--- src/logic/core_params.svh ---
`ifndef CORE_PARAMS_SVH
`define CORE_PARAMS_SVH

// first fetch address after reset
`define RESET_PC 32'hbfc0_0000

// general registers including r0
`define REG_COUNT 32

`endif

--- src/logic/core_pkg.sv ---
`default_nettype none

package core_pkg;

    // data word or byte address
    typedef logic [31:0] word_t;

    // general register number
    typedef logic [4:0] reg_addr_t;

    // drop state eats one response left over from a squashed path
    typedef enum logic {
        FETCH_RUN,
        FETCH_DROP
    } fetch_state_t;

endpackage

`default_nettype wire

--- src/logic/isa_pkg.sv ---
`default_nettype none

package isa_pkg;

    // major opcodes in bits 31:26
    typedef enum logic [5:0] {
        OP_SPECIAL = 6'h00,
        OP_BEQ     = 6'h04,
        OP_BNE     = 6'h05,
        OP_ADDIU   = 6'h09,
        OP_ORI     = 6'h0d,
        OP_LUI     = 6'h0f
    } opcode_t;

    // SPECIAL function codes in bits 5:0
    typedef enum logic [5:0] {
        FN_ADDU = 6'h21,
        FN_SUBU = 6'h23,
        FN_AND  = 6'h24,
        FN_OR   = 6'h25,
        FN_XOR  = 6'h26,
        FN_SLT  = 6'h2a
    } funct_t;

    typedef enum logic [2:0] {
        ALU_ADD,
        ALU_SUB,
        ALU_AND,
        ALU_OR,
        ALU_XOR,
        ALU_SLT,
        ALU_LUI,
        ALU_NONE
    } alu_op_t;

    typedef enum logic [1:0] {
        BR_NONE,
        BR_EQ,
        BR_NE
    } branch_t;

endpackage

`default_nettype wire

--- src/logic/fetch_unit.sv ---
`timescale 1ns/1ps
`default_nettype none

`include "core_params.svh"

module fetch_unit import core_pkg::*; (
    input  wire logic  clk,
    input  wire logic  reset,
    input  wire logic  iresp_addr_ok,
    input  wire word_t iresp_data,
    input  wire logic  redirect_valid,
    input  wire word_t redirect_pc,
    output logic       ireq_valid,
    output word_t      ireq_addr,
    output logic       f2_valid,
    output word_t      f2_pc,
    output word_t      f2_instr
);

    word_t        pc;
    word_t        req_pc;
    logic         running;
    logic         resp_pending;
    logic         accept;
    fetch_state_t state;

    // request line stays up once out of reset
    assign ireq_valid = running;
    assign ireq_addr  = pc;
    assign accept     = ireq_valid && iresp_addr_ok;

    always_ff @(posedge clk) begin
        if (reset) begin
            running <= 1'b0;
        end else begin
            running <= 1'b1;
        end
    end

    // redirect wins over the sequential step
    always_ff @(posedge clk) begin
        if (reset) begin
            pc <= `RESET_PC;
        end else if (redirect_valid) begin
            pc <= redirect_pc;
        end else if (accept) begin
            pc <= pc + 32'd4;
        end
    end

    always_ff @(posedge clk) begin
        if (reset) begin
            resp_pending <= 1'b0;
            state        <= FETCH_RUN;
        end else begin
            resp_pending <= accept;
            // accepted this cycle but already on the wrong path
            if (redirect_valid && accept) begin
                state <= FETCH_DROP;
            end else begin
                state <= FETCH_RUN;
            end
        end
    end

    // pc of the accepted request pairs with its data next cycle
    always_ff @(posedge clk) begin
        if (accept) begin
            req_pc <= pc;
        end
    end

    assign f2_valid = resp_pending && (state == FETCH_RUN);
    assign f2_pc    = req_pc;
    assign f2_instr = iresp_data;

endmodule

`default_nettype wire

--- src/logic/decoder.sv ---
`timescale 1ns/1ps
`default_nettype none

module decoder import isa_pkg::*; import core_pkg::*; (
    input  wire word_t instr,
    input  wire logic  valid,
    output alu_op_t    alu_op,
    output branch_t    branch,
    output reg_addr_t  rs,
    output reg_addr_t  rt,
    output reg_addr_t  dest,
    output logic       reg_write,
    output logic       use_imm,
    output word_t      imm
);

    opcode_t   opcode;
    funct_t    funct;
    reg_addr_t rd;
    logic      writes;
    word_t     imm_sext;
    word_t     imm_zext;

    assign opcode   = opcode_t'(instr[31:26]);
    assign funct    = funct_t'(instr[5:0]);
    assign rs       = instr[25:21];
    assign rt       = instr[20:16];
    assign rd       = instr[15:11];
    assign imm_sext = {{16{instr[15]}}, instr[15:0]};
    assign imm_zext = {16'h0000, instr[15:0]};

    always_comb begin
        alu_op  = ALU_NONE;
        branch  = BR_NONE;
        dest    = '0;
        writes  = 1'b0;
        use_imm = 1'b0;
        imm     = imm_sext;
        case (opcode)
            OP_SPECIAL: begin
                case (funct)
                    FN_ADDU: alu_op = ALU_ADD;
                    FN_SUBU: alu_op = ALU_SUB;
                    FN_AND:  alu_op = ALU_AND;
                    FN_OR:   alu_op = ALU_OR;
                    FN_XOR:  alu_op = ALU_XOR;
                    FN_SLT:  alu_op = ALU_SLT;
                    default: alu_op = ALU_NONE;
                endcase
                // unknown funct stays a no-op
                if (alu_op != ALU_NONE) begin
                    dest   = rd;
                    writes = 1'b1;
                end
            end
            OP_ADDIU: begin
                alu_op  = ALU_ADD;
                dest    = rt;
                writes  = 1'b1;
                use_imm = 1'b1;
            end
            OP_ORI: begin
                alu_op  = ALU_OR;
                dest    = rt;
                writes  = 1'b1;
                use_imm = 1'b1;
                imm     = imm_zext;
            end
            OP_LUI: begin
                alu_op  = ALU_LUI;
                dest    = rt;
                writes  = 1'b1;
                use_imm = 1'b1;
                imm     = imm_zext;
            end
            OP_BEQ:  branch = BR_EQ;
            OP_BNE:  branch = BR_NE;
            default: alu_op = ALU_NONE;
        endcase
        // empty slot neither writes nor branches
        if (!valid) begin
            branch = BR_NONE;
            writes = 1'b0;
        end
    end

    // r0 is never written
    assign reg_write = writes && (dest != '0);

endmodule

`default_nettype wire

--- src/logic/regfile.sv ---
`timescale 1ns/1ps
`default_nettype none

`include "core_params.svh"

module regfile import core_pkg::*; (
    input  wire logic      clk,
    input  wire logic      reset,
    input  wire reg_addr_t rs,
    input  wire reg_addr_t rt,
    input  wire logic      wr_en,
    input  wire reg_addr_t wr_addr,
    input  wire word_t     wr_data,
    output word_t          rs_data,
    output word_t          rt_data
);

    word_t regs [`REG_COUNT];

    always_ff @(posedge clk) begin
        if (reset) begin
            for (int i = 0; i < `REG_COUNT; i++) begin
                regs[i] <= '0;
            end
        end else if (wr_en && (wr_addr != '0)) begin
            regs[wr_addr] <= wr_data;
        end
    end

    // write-through so D sees what W writes this cycle
    always_comb begin
        rs_data = regs[rs];
        if (wr_en && (wr_addr == rs) && (rs != '0)) begin
            rs_data = wr_data;
        end
    end

    always_comb begin
        rt_data = regs[rt];
        if (wr_en && (wr_addr == rt) && (rt != '0)) begin
            rt_data = wr_data;
        end
    end

endmodule

`default_nettype wire

--- src/logic/execute.sv ---
`timescale 1ns/1ps
`default_nettype none

module execute import isa_pkg::*; import core_pkg::*; (
    input  wire logic      valid,
    input  wire word_t     pc,
    input  wire alu_op_t   alu_op,
    input  wire branch_t   branch,
    input  wire reg_addr_t rs,
    input  wire reg_addr_t rt,
    input  wire word_t     rs_data,
    input  wire word_t     rt_data,
    input  wire logic      use_imm,
    input  wire word_t     imm,
    input  wire logic      w_write,
    input  wire reg_addr_t w_dest,
    input  wire word_t     w_data,
    output word_t          result,
    output logic           redirect_valid,
    output word_t          redirect_pc
);

    word_t src_a;
    word_t src_b;
    word_t opnd_b;
    logic  taken;

    // W holds the instruction just ahead and is newer than the value read in D
    assign src_a  = (w_write && (w_dest == rs) && (rs != '0)) ? w_data : rs_data;
    assign src_b  = (w_write && (w_dest == rt) && (rt != '0)) ? w_data : rt_data;
    assign opnd_b = use_imm ? imm : src_b;

    always_comb begin
        case (alu_op)
            ALU_ADD: result = src_a + opnd_b;
            ALU_SUB: result = src_a - opnd_b;
            ALU_AND: result = src_a & opnd_b;
            ALU_OR:  result = src_a | opnd_b;
            ALU_XOR: result = src_a ^ opnd_b;
            ALU_SLT: result = {31'd0, $signed(src_a) < $signed(opnd_b)};
            ALU_LUI: result = {opnd_b[15:0], 16'h0000};
            default: result = '0;
        endcase
    end

    // branches compare the two register operands
    always_comb begin
        case (branch)
            BR_EQ:   taken = (src_a == src_b);
            BR_NE:   taken = (src_a != src_b);
            default: taken = 1'b0;
        endcase
    end

    assign redirect_valid = valid && taken;
    // target is relative to pc + 4 with no delay slot
    assign redirect_pc    = pc + 32'd4 + {imm[29:0], 2'b00};

endmodule

`default_nettype wire

--- src/logic/my_core.sv ---
`timescale 1ns/1ps
`default_nettype none

module my_core import isa_pkg::*; import core_pkg::*; (
    input  wire logic  clk,
    input  wire logic  reset,
    input  wire logic  iresp_addr_ok,
    input  wire word_t iresp_data,
    output logic       ireq_valid,
    output word_t      ireq_addr,
    output logic       debug_wb_valid,
    output word_t      debug_wb_pc,
    output logic       debug_wb_we,
    output reg_addr_t  debug_wb_num,
    output word_t      debug_wb_data
);

    logic      f2_valid;
    word_t     f2_pc;
    word_t     f2_instr;
    logic      redirect_valid;
    word_t     redirect_pc;

    // D stage
    logic      d_valid;
    word_t     d_pc;
    word_t     d_instr;
    alu_op_t   d_alu_op;
    branch_t   d_branch;
    reg_addr_t d_rs;
    reg_addr_t d_rt;
    reg_addr_t d_dest;
    logic      d_reg_write;
    logic      d_use_imm;
    word_t     d_imm;
    word_t     d_rs_data;
    word_t     d_rt_data;

    // E stage
    logic      e_valid;
    word_t     e_pc;
    alu_op_t   e_alu_op;
    branch_t   e_branch;
    reg_addr_t e_rs;
    reg_addr_t e_rt;
    reg_addr_t e_dest;
    logic      e_reg_write;
    logic      e_use_imm;
    word_t     e_imm;
    word_t     e_rs_data;
    word_t     e_rt_data;
    word_t     e_result;

    // W stage
    logic      w_valid;
    word_t     w_pc;
    logic      w_write;
    reg_addr_t w_dest;
    word_t     w_data;

    fetch_unit u_fetch (
        .clk,
        .reset,
        .iresp_addr_ok,
        .iresp_data,
        .redirect_valid,
        .redirect_pc,
        .ireq_valid,
        .ireq_addr,
        .f2_valid,
        .f2_pc,
        .f2_instr
    );

    // a taken branch in E squashes the F2 response and the D slot
    always_ff @(posedge clk) begin
        if (reset || redirect_valid) begin
            d_valid <= 1'b0;
        end else begin
            d_valid <= f2_valid;
        end
    end

    always_ff @(posedge clk) begin
        d_pc    <= f2_pc;
        d_instr <= f2_instr;
    end

    decoder u_decoder (
        .instr     (d_instr),
        .valid     (d_valid),
        .alu_op    (d_alu_op),
        .branch    (d_branch),
        .rs        (d_rs),
        .rt        (d_rt),
        .dest      (d_dest),
        .reg_write (d_reg_write),
        .use_imm   (d_use_imm),
        .imm       (d_imm)
    );

    regfile u_regfile (
        .clk,
        .reset,
        .rs      (d_rs),
        .rt      (d_rt),
        .wr_en   (w_write),
        .wr_addr (w_dest),
        .wr_data (w_data),
        .rs_data (d_rs_data),
        .rt_data (d_rt_data)
    );

    always_ff @(posedge clk) begin
        if (reset || redirect_valid) begin
            e_valid     <= 1'b0;
            e_reg_write <= 1'b0;
        end else begin
            e_valid     <= d_valid;
            e_reg_write <= d_reg_write;
        end
    end

    always_ff @(posedge clk) begin
        e_pc      <= d_pc;
        e_alu_op  <= d_alu_op;
        e_branch  <= d_branch;
        e_rs      <= d_rs;
        e_rt      <= d_rt;
        e_dest    <= d_dest;
        e_use_imm <= d_use_imm;
        e_imm     <= d_imm;
        e_rs_data <= d_rs_data;
        e_rt_data <= d_rt_data;
    end

    execute u_execute (
        .valid          (e_valid),
        .pc             (e_pc),
        .alu_op         (e_alu_op),
        .branch         (e_branch),
        .rs             (e_rs),
        .rt             (e_rt),
        .rs_data        (e_rs_data),
        .rt_data        (e_rt_data),
        .use_imm        (e_use_imm),
        .imm            (e_imm),
        .w_write        (w_write),
        .w_dest         (w_dest),
        .w_data         (w_data),
        .result         (e_result),
        .redirect_valid (redirect_valid),
        .redirect_pc    (redirect_pc)
    );

    // the branch itself still retires
    always_ff @(posedge clk) begin
        if (reset) begin
            w_valid <= 1'b0;
            w_write <= 1'b0;
        end else begin
            w_valid <= e_valid;
            w_write <= e_reg_write;
        end
    end

    always_ff @(posedge clk) begin
        w_pc   <= e_pc;
        w_dest <= e_dest;
        w_data <= e_result;
    end

    // trace of each retired instruction
    assign debug_wb_valid = w_valid;
    assign debug_wb_pc    = w_pc;
    assign debug_wb_we    = w_write;
    assign debug_wb_num   = w_dest;
    assign debug_wb_data  = w_data;

endmodule

`default_nettype wire

--- config.mk ---
export PLATFORM = sky130hd
export DESIGN_NAME = my_core
export DESIGN_NICKNAME = d
export VERILOG_FILES = /design/src/logic/core_pkg.sv /design/src/logic/isa_pkg.sv /design/src/logic/fetch_unit.sv /design/src/logic/decoder.sv /design/src/logic/regfile.sv /design/src/logic/execute.sv /design/src/logic/my_core.sv
export VERILOG_INCLUDE_DIRS = /design/src /design/src/logic
export SDC_FILE = /design/constraint.sdc
export NUM_CORES = 2
export LEC_CHECK = 0
export BUFFER_PORTS_ARGS = -buffer_cell sky130_fd_sc_hd__buf_2
export CAP_MARGIN = 20
export CELL_PAD_IN_SITES_DETAIL_PLACEMENT = 1
export CELL_PAD_IN_SITES_GLOBAL_PLACEMENT = 2
export CORE_ASPECT_RATIO = 1.1
export CORE_UTILIZATION = 45
export CTS_CLUSTER_DIAMETER = 150
export DETAILED_ROUTE_END_ITERATION = 8
export PLACE_DENSITY = 0.85
export SLEW_MARGIN = 20
export SYNTH_ARGS = -nofsm -noshare
export SYNTH_HDL_FRONTEND = slang
export SYNTH_SLANG_ARGS = --single-unit
--- constraint.sdc ---
create_clock -name clk -period 16.1 [get_ports clk]
set_clock_uncertainty 0.15 [all_clocks]
set_input_delay 2.415 -clock clk [delete_from_list [all_inputs] [get_ports clk]]
set_output_delay 2.415 -clock clk [all_outputs]
set_load 0.01 [all_outputs]
* Word-level counts from Yosys, hierarchy flattened
Memory sizes are Yosys's and may differ from the RTL's. A register that Yosys moved wholly into a read port is not among the register bits.
Index checks and enable logic that the tools add are counted.
** Storage, ports and cells
- Bits in registers :: 339
- Input port bits :: 35
- RAM bits :: 1024
- Memories :: 1
** Operators by class
- Reductions and logical operators :: 27
- Bitwise logic cells :: 4
- Mux-type cells :: 29
- $lt $le $gt $ge :: 1
- Eq/ne operators :: 26
- Add/subtract/negate cells :: 5
** Memory list
- u_regfile.regs :: words 32, bits a word 32, rd ports 2, clocked after memory_dff 2, wr ports 32, line regfile.sv:18 : word_t regs [`REG_COUNT];
** Operator list (count)
- two-way mux 32 bit :: 8
- one-hot mux 32 bit (7 select lines) :: 1
- adder 32 x 3 -> 32 bit, second input constant :: 2
- adder 32 bit :: 2
- == test 6 bit, second input constant :: 6
- bitwise AND 32 bit :: 1
- == test 32 bit :: 1
- less-than comparator 32 bit :: 1
- != test 32 bit :: 1
- bitwise OR 32 bit :: 1
- OR reduction 32 bit :: 1
- subtractor 32 bit :: 1
- XOR 32 bit :: 1
- nonzero test 5 bit :: 6
- == test 5 bit :: 4
- == test 6 x 4 -> 1 bit, second input constant :: 3
- one-hot mux 3 bit (6 select lines) :: 1
- logical AND 1 bit :: 14
- == test 6 x 3 -> 1 bit, second input constant :: 2
- one-hot mux 3 bit (4 select lines) :: 1
- two-way mux 1 bit :: 11
- two-way mux 5 bit :: 2
- one-hot mux 5 bit (2 select lines) :: 1
- == test 3 bit, second input constant :: 3
- 15 further kinds :: 17

* Logic depth before layout (Yosys ltp)
- Depth after elaboration :: 9
- Gate-level depth with buffers :: 27
- Depth with buffers taken out :: 20

* Hierarchy
A second synthesis with hierarchy kept.
** Second synthesis, totals
- Cells, all modules :: 5613
- Area total of the unflattened synthesis :: 73728.2 µm²
** Modules (own cells, without submodules)
- regfile :: cells an instance 3714, area each 55429.4 µm², instances 1
- execute :: cells an instance 1230, area each 8783.4 µm², instances 1
- my_core :: cells an instance 292, area each 5780.5 µm², instances 1
- fetch_unit :: cells an instance 287, area each 3079.2 µm², instances 1
- decoder :: cells an instance 90, area each 655.6 µm², instances 1

* Least setup slack after synthesis
OpenSTA, ideal clock, no wires.
- Path type :: input port to flip-flop
- Start :: in reset
- End :: mem u_regfile.regs[17][0] in the netlist's numbering, enable pin
- Data required time :: 15.484 ns
- Stages on the path :: 6
- Setup slack :: 9.795 ns
- Arrival :: 5.689 ns
- Path through :: clkbuf_1 > nor2b_1 > nand3b_1 > clkbuf_1 > clkbuf_1 > o21ai_0
** RTL lines
- start, declared :: line my_core.sv:6 : input wire logic reset,
- end, declared :: line regfile.sv:18

* Worst setup path in the final report
- Start :: reg e_rt[0]
- End :: reg w_data[31] (netlist: debug_wb_data[31])
** On the way
- Cells in the longest elaborated chain, start to end :: 7
- Elaborated cells between the ends (all ways) :: 12
** RTL lines
- start, declared :: line my_core.sv:45 : reg_addr_t e_rt;
- start signal, assigned :: line my_core.sv:129 : e_rt <= d_rt;
- == test 5 bit :: line execute.sv:30 : assign src_b = (w_write && (w_dest == rt) && (rt != '0)) ? w_data : rt_data;
- logical AND 1 bit :: line execute.sv:30
- logical AND 1 bit (*) :: line execute.sv:30
- two-way mux 32 bit (*) :: line execute.sv:30
- two-way mux 32 bit (*) :: line execute.sv:31 : assign opnd_b = use_imm ? imm : src_b;
- subtractor 32 bit, or another cell as far along :: line execute.sv:36 : ALU_SUB: result = src_a - opnd_b;
- one-hot mux 32 bit (7 select lines) (*) :: line execute.sv:34 : case (alu_op)
- net e_result[31] :: line my_core.sv:52 : word_t e_result;
- end signal, assigned :: line my_core.sv:170 : w_data <= e_result;
- end, declared :: line my_core.sv:59 : word_t w_data;
The timed path passes the listed nets; every way through them passes the cells marked *.
A chain may end at the register's enable or synchronous reset.

==> impl_metrics.ini <==
[status]
outcome = finished clean

[cts]
clk_latency_ps = 820
cts_buffers = 149
cts_max_level = 4
clkSinkCount = 1363
clk_pin_slew_ps = 60
tritoncts = done
cts_setup_buffers = 0
root_buffer = clkbuf_16
cts_buffer_depth = 3
post_cts_resize_count = 0
cts_hold_buf = 0

[synth]
synth_area_um2 = 72600
postSynthAreaPerCell_um2 = 13.4
synth-edff-count = 1056
yosysTopAreaCell = edfxtp_1
netlist-cell-type-count = 89
synth_common_cells = edfxtp_1 (1056), and2_1 (908), mux4_2 (640)
ys_seq_area_share_pct = 52.1
ys_seq_elements = 1363
syn_inst = 5403
synth_top_area_share_pct = 43.7
synth-warning-count = 0
synth_area_leaders = edfxtp_1 (44%), mux4_2 (20%), dfxtp_1 (8.5%)
synthFlopType = edfxtp_1
ys_async_sr_fraction_pct = 0
synth.most_common_cell = edfxtp_1

[placement]
dpl.hpwl_um = 159000
place.gp.congestion = 0.910
io_buffers = 138
place_area_um2 = 75900
place_inst = 7322
place_ws_ps = 9520

[critical_path]
r2r_cells = 20
path_class = reg -> reg
rr_endpoint = debug_wb_data[31]
cp-start-kind = register
critPathMaxFanout = 63
critPathLaunch = e_rt[0]
r2r_setup_slack_ps = 9440
critPathCaptureType = register
critPathRequiredTime_ps = 16600
rr_startpoint = e_rt[0]
arrival_ps = 7160
cp-endpoint = debug_wb_data[31]

[sta]
hold_violations = 0
timing.fmax_ghz = 0.150
worst_slew_pin_slew_ps = 1160
layout_setup_ws_ps = 9440
max-slew-margin-rel_pct = 22.1
rsz0062_at_grt = no
fin_crit_sh_pct = 41.4
min_period_ps = 6660
drv_slew = 0
setup_viol = 0
tns_ps = 0

[floorplanning]
chipHeight_um = 423
die_w_um = 385
ios = 139
core_area_um2 = 160000
row_count = 154
initial_core_util_pct = 45.4
dieArea_um2 = 163000

[detailed_routing]
first_iter_violations = 5997
wire_per_inst_um = 33.5
vias = 49100
ant_nets = 0
drt_first_pass_iters = 5
wl_um = 255000
via_per_inst = 6.46
drc = 0

[global_routing]
gr-total-overflow = 0
grtUsageTotal_pct = 31.2
grt_first_pass_wirelength_um = 363000
antenna_found_initial = 17
grt_max_degree = 113
grt_pass1_vias = 51400

[layout]
design_area_um2 = 80600
drive_gt1_share_pct = 23.4
nNetsFinal = 5574
area.growth.synth_to_final_pct = 10.9
stdcell_count = 7602

[power]
pwr_density_cell_nw_per_um2 = 110
leakage_nw = 29.6
vdd_drop_max_mv = 0.105

[job]
drv_cap = 0

[hold_path]
hold_path_class = reg -> reg
[routing by layer]
layer  part of all wire [%]  GRT usage, %
met5                  0.022             0
met4                    5.5          15.4
met3                    9.3          7.14
met2                     48          50.6
met1                     37          39.3
[power by group]
group	switching, mW	leakage [nW]	internal (mW)
clock	1.51	2.31	1.85
sequential	0.130	13.4	3.92
combinational	0.925	13.9	0.534
[worst min path at each step]
stage | from | endpoint | cells after the start
after floorplan | e_dest[0] | debug_wb_num[0] | 0
final | d_pc[11] | e_pc[11] | 0
after global routing | d_pc[30] | e_pc[30] | 0
after detailed placement | d_instr[6] | e_imm[6] | 0
after global placement | d_pc[24] | e_pc[24] | 0
after CTS | d_pc[11] | e_pc[11] | 0
[flip-flops by register name, summed over array words and instances, names as in the netlist, 2 cells and up]
register           count
u_regfile.regs      1024
e_alu_op               3
e_rt_data             32
u_fetch.f2_pc         32
debug_wb_pc           32
e_rs                   5
e_imm                 17
e_branch               2
d_instr               32
e_pc                  32
d_pc                  32
e_rs_data             32
u_fetch.ireq_addr     32
e_dest                 5
debug_wb_num           5
e_rt                   5
debug_wb_data         32
[placed cells by master, fill, tap and decap left out, types with 37 or more instances in the layout]
cell type and n:
nor3_1 153, buf_2 137, buf_4 155, clkbuf_1 37
ha_1 169, and2_1 908, a21oi_1 132, mux2i_1 111
clkbuf_16 152, edfxtp_1 1056, mux4_2 640, inv_1 128
xnor2_1 75, dfxtp_1 295, a21o_1 45, nand2_1 269
o21ai_0 182, xor2_1 37, nor2_1 166
[per-stage QoR]
stage | utilization, % | hold WS, ps | total power [mW]
2_1_floorplan | - | 160 | 4.99
3_3_place_gp | 47.4 | 160 | 5.51
3_5_place_dp | 47.4 | 163 | 5.55
4_1_cts | 50.3 | 176 | 8.88
5_1_grt | 50.3 | 183 | 9.11
6_report | 50.3 | 176 | 8.88
[cell type report]
| type | instances | area [µm²] |
|---|---|---|
| multi-input cells | 3426 | 32900 |
| fillers | 15700 | 79500 |
| repair buffers | 297 | 1950 |
| well taps | 2106 | 2640 |
| diodes | 2 | 5.00 |
| clock buffers | 200 | 4090 |
| inverters | 130 | 489 |
| flip-flops and latches | 1363 | 37900 |
| clock inverters | 78 | 614 |
[worst max-delay path, cell delays in order, from the launching register on]
cell	delay, ps
dfxtp_1	320
or4_4	550
a21oi_4	180
or3_2	140
buf_4	610
mux2i_1	170
o21ai_0	690
inv_1	170
ha_1	240
o21bai_1	140
a21oi_1	330
o21ai_0	180
and4b_1	240
o41ai_1	540
o31ai_1	210
a311o_1	400
a211oi_1	480
nor2_1	150
a211oi_1	330
xnor2_1	160
o211ai_1	90
[kinds of logic after synthesis]
| kind of cell | share of synthesized area, % |
|---|---|
| buf+inv | 3.40 |
| fa+ha+maj | 2.99 |
| compound gates | 5.68 |
| other cells | 0.00516 |
| xor+xnor | 1.35 |
| mux | 21.5 |
| flops | 52.1 |
| simple gates | 12.9 |
Note: power is estimated with default switching activity, not from simulation.
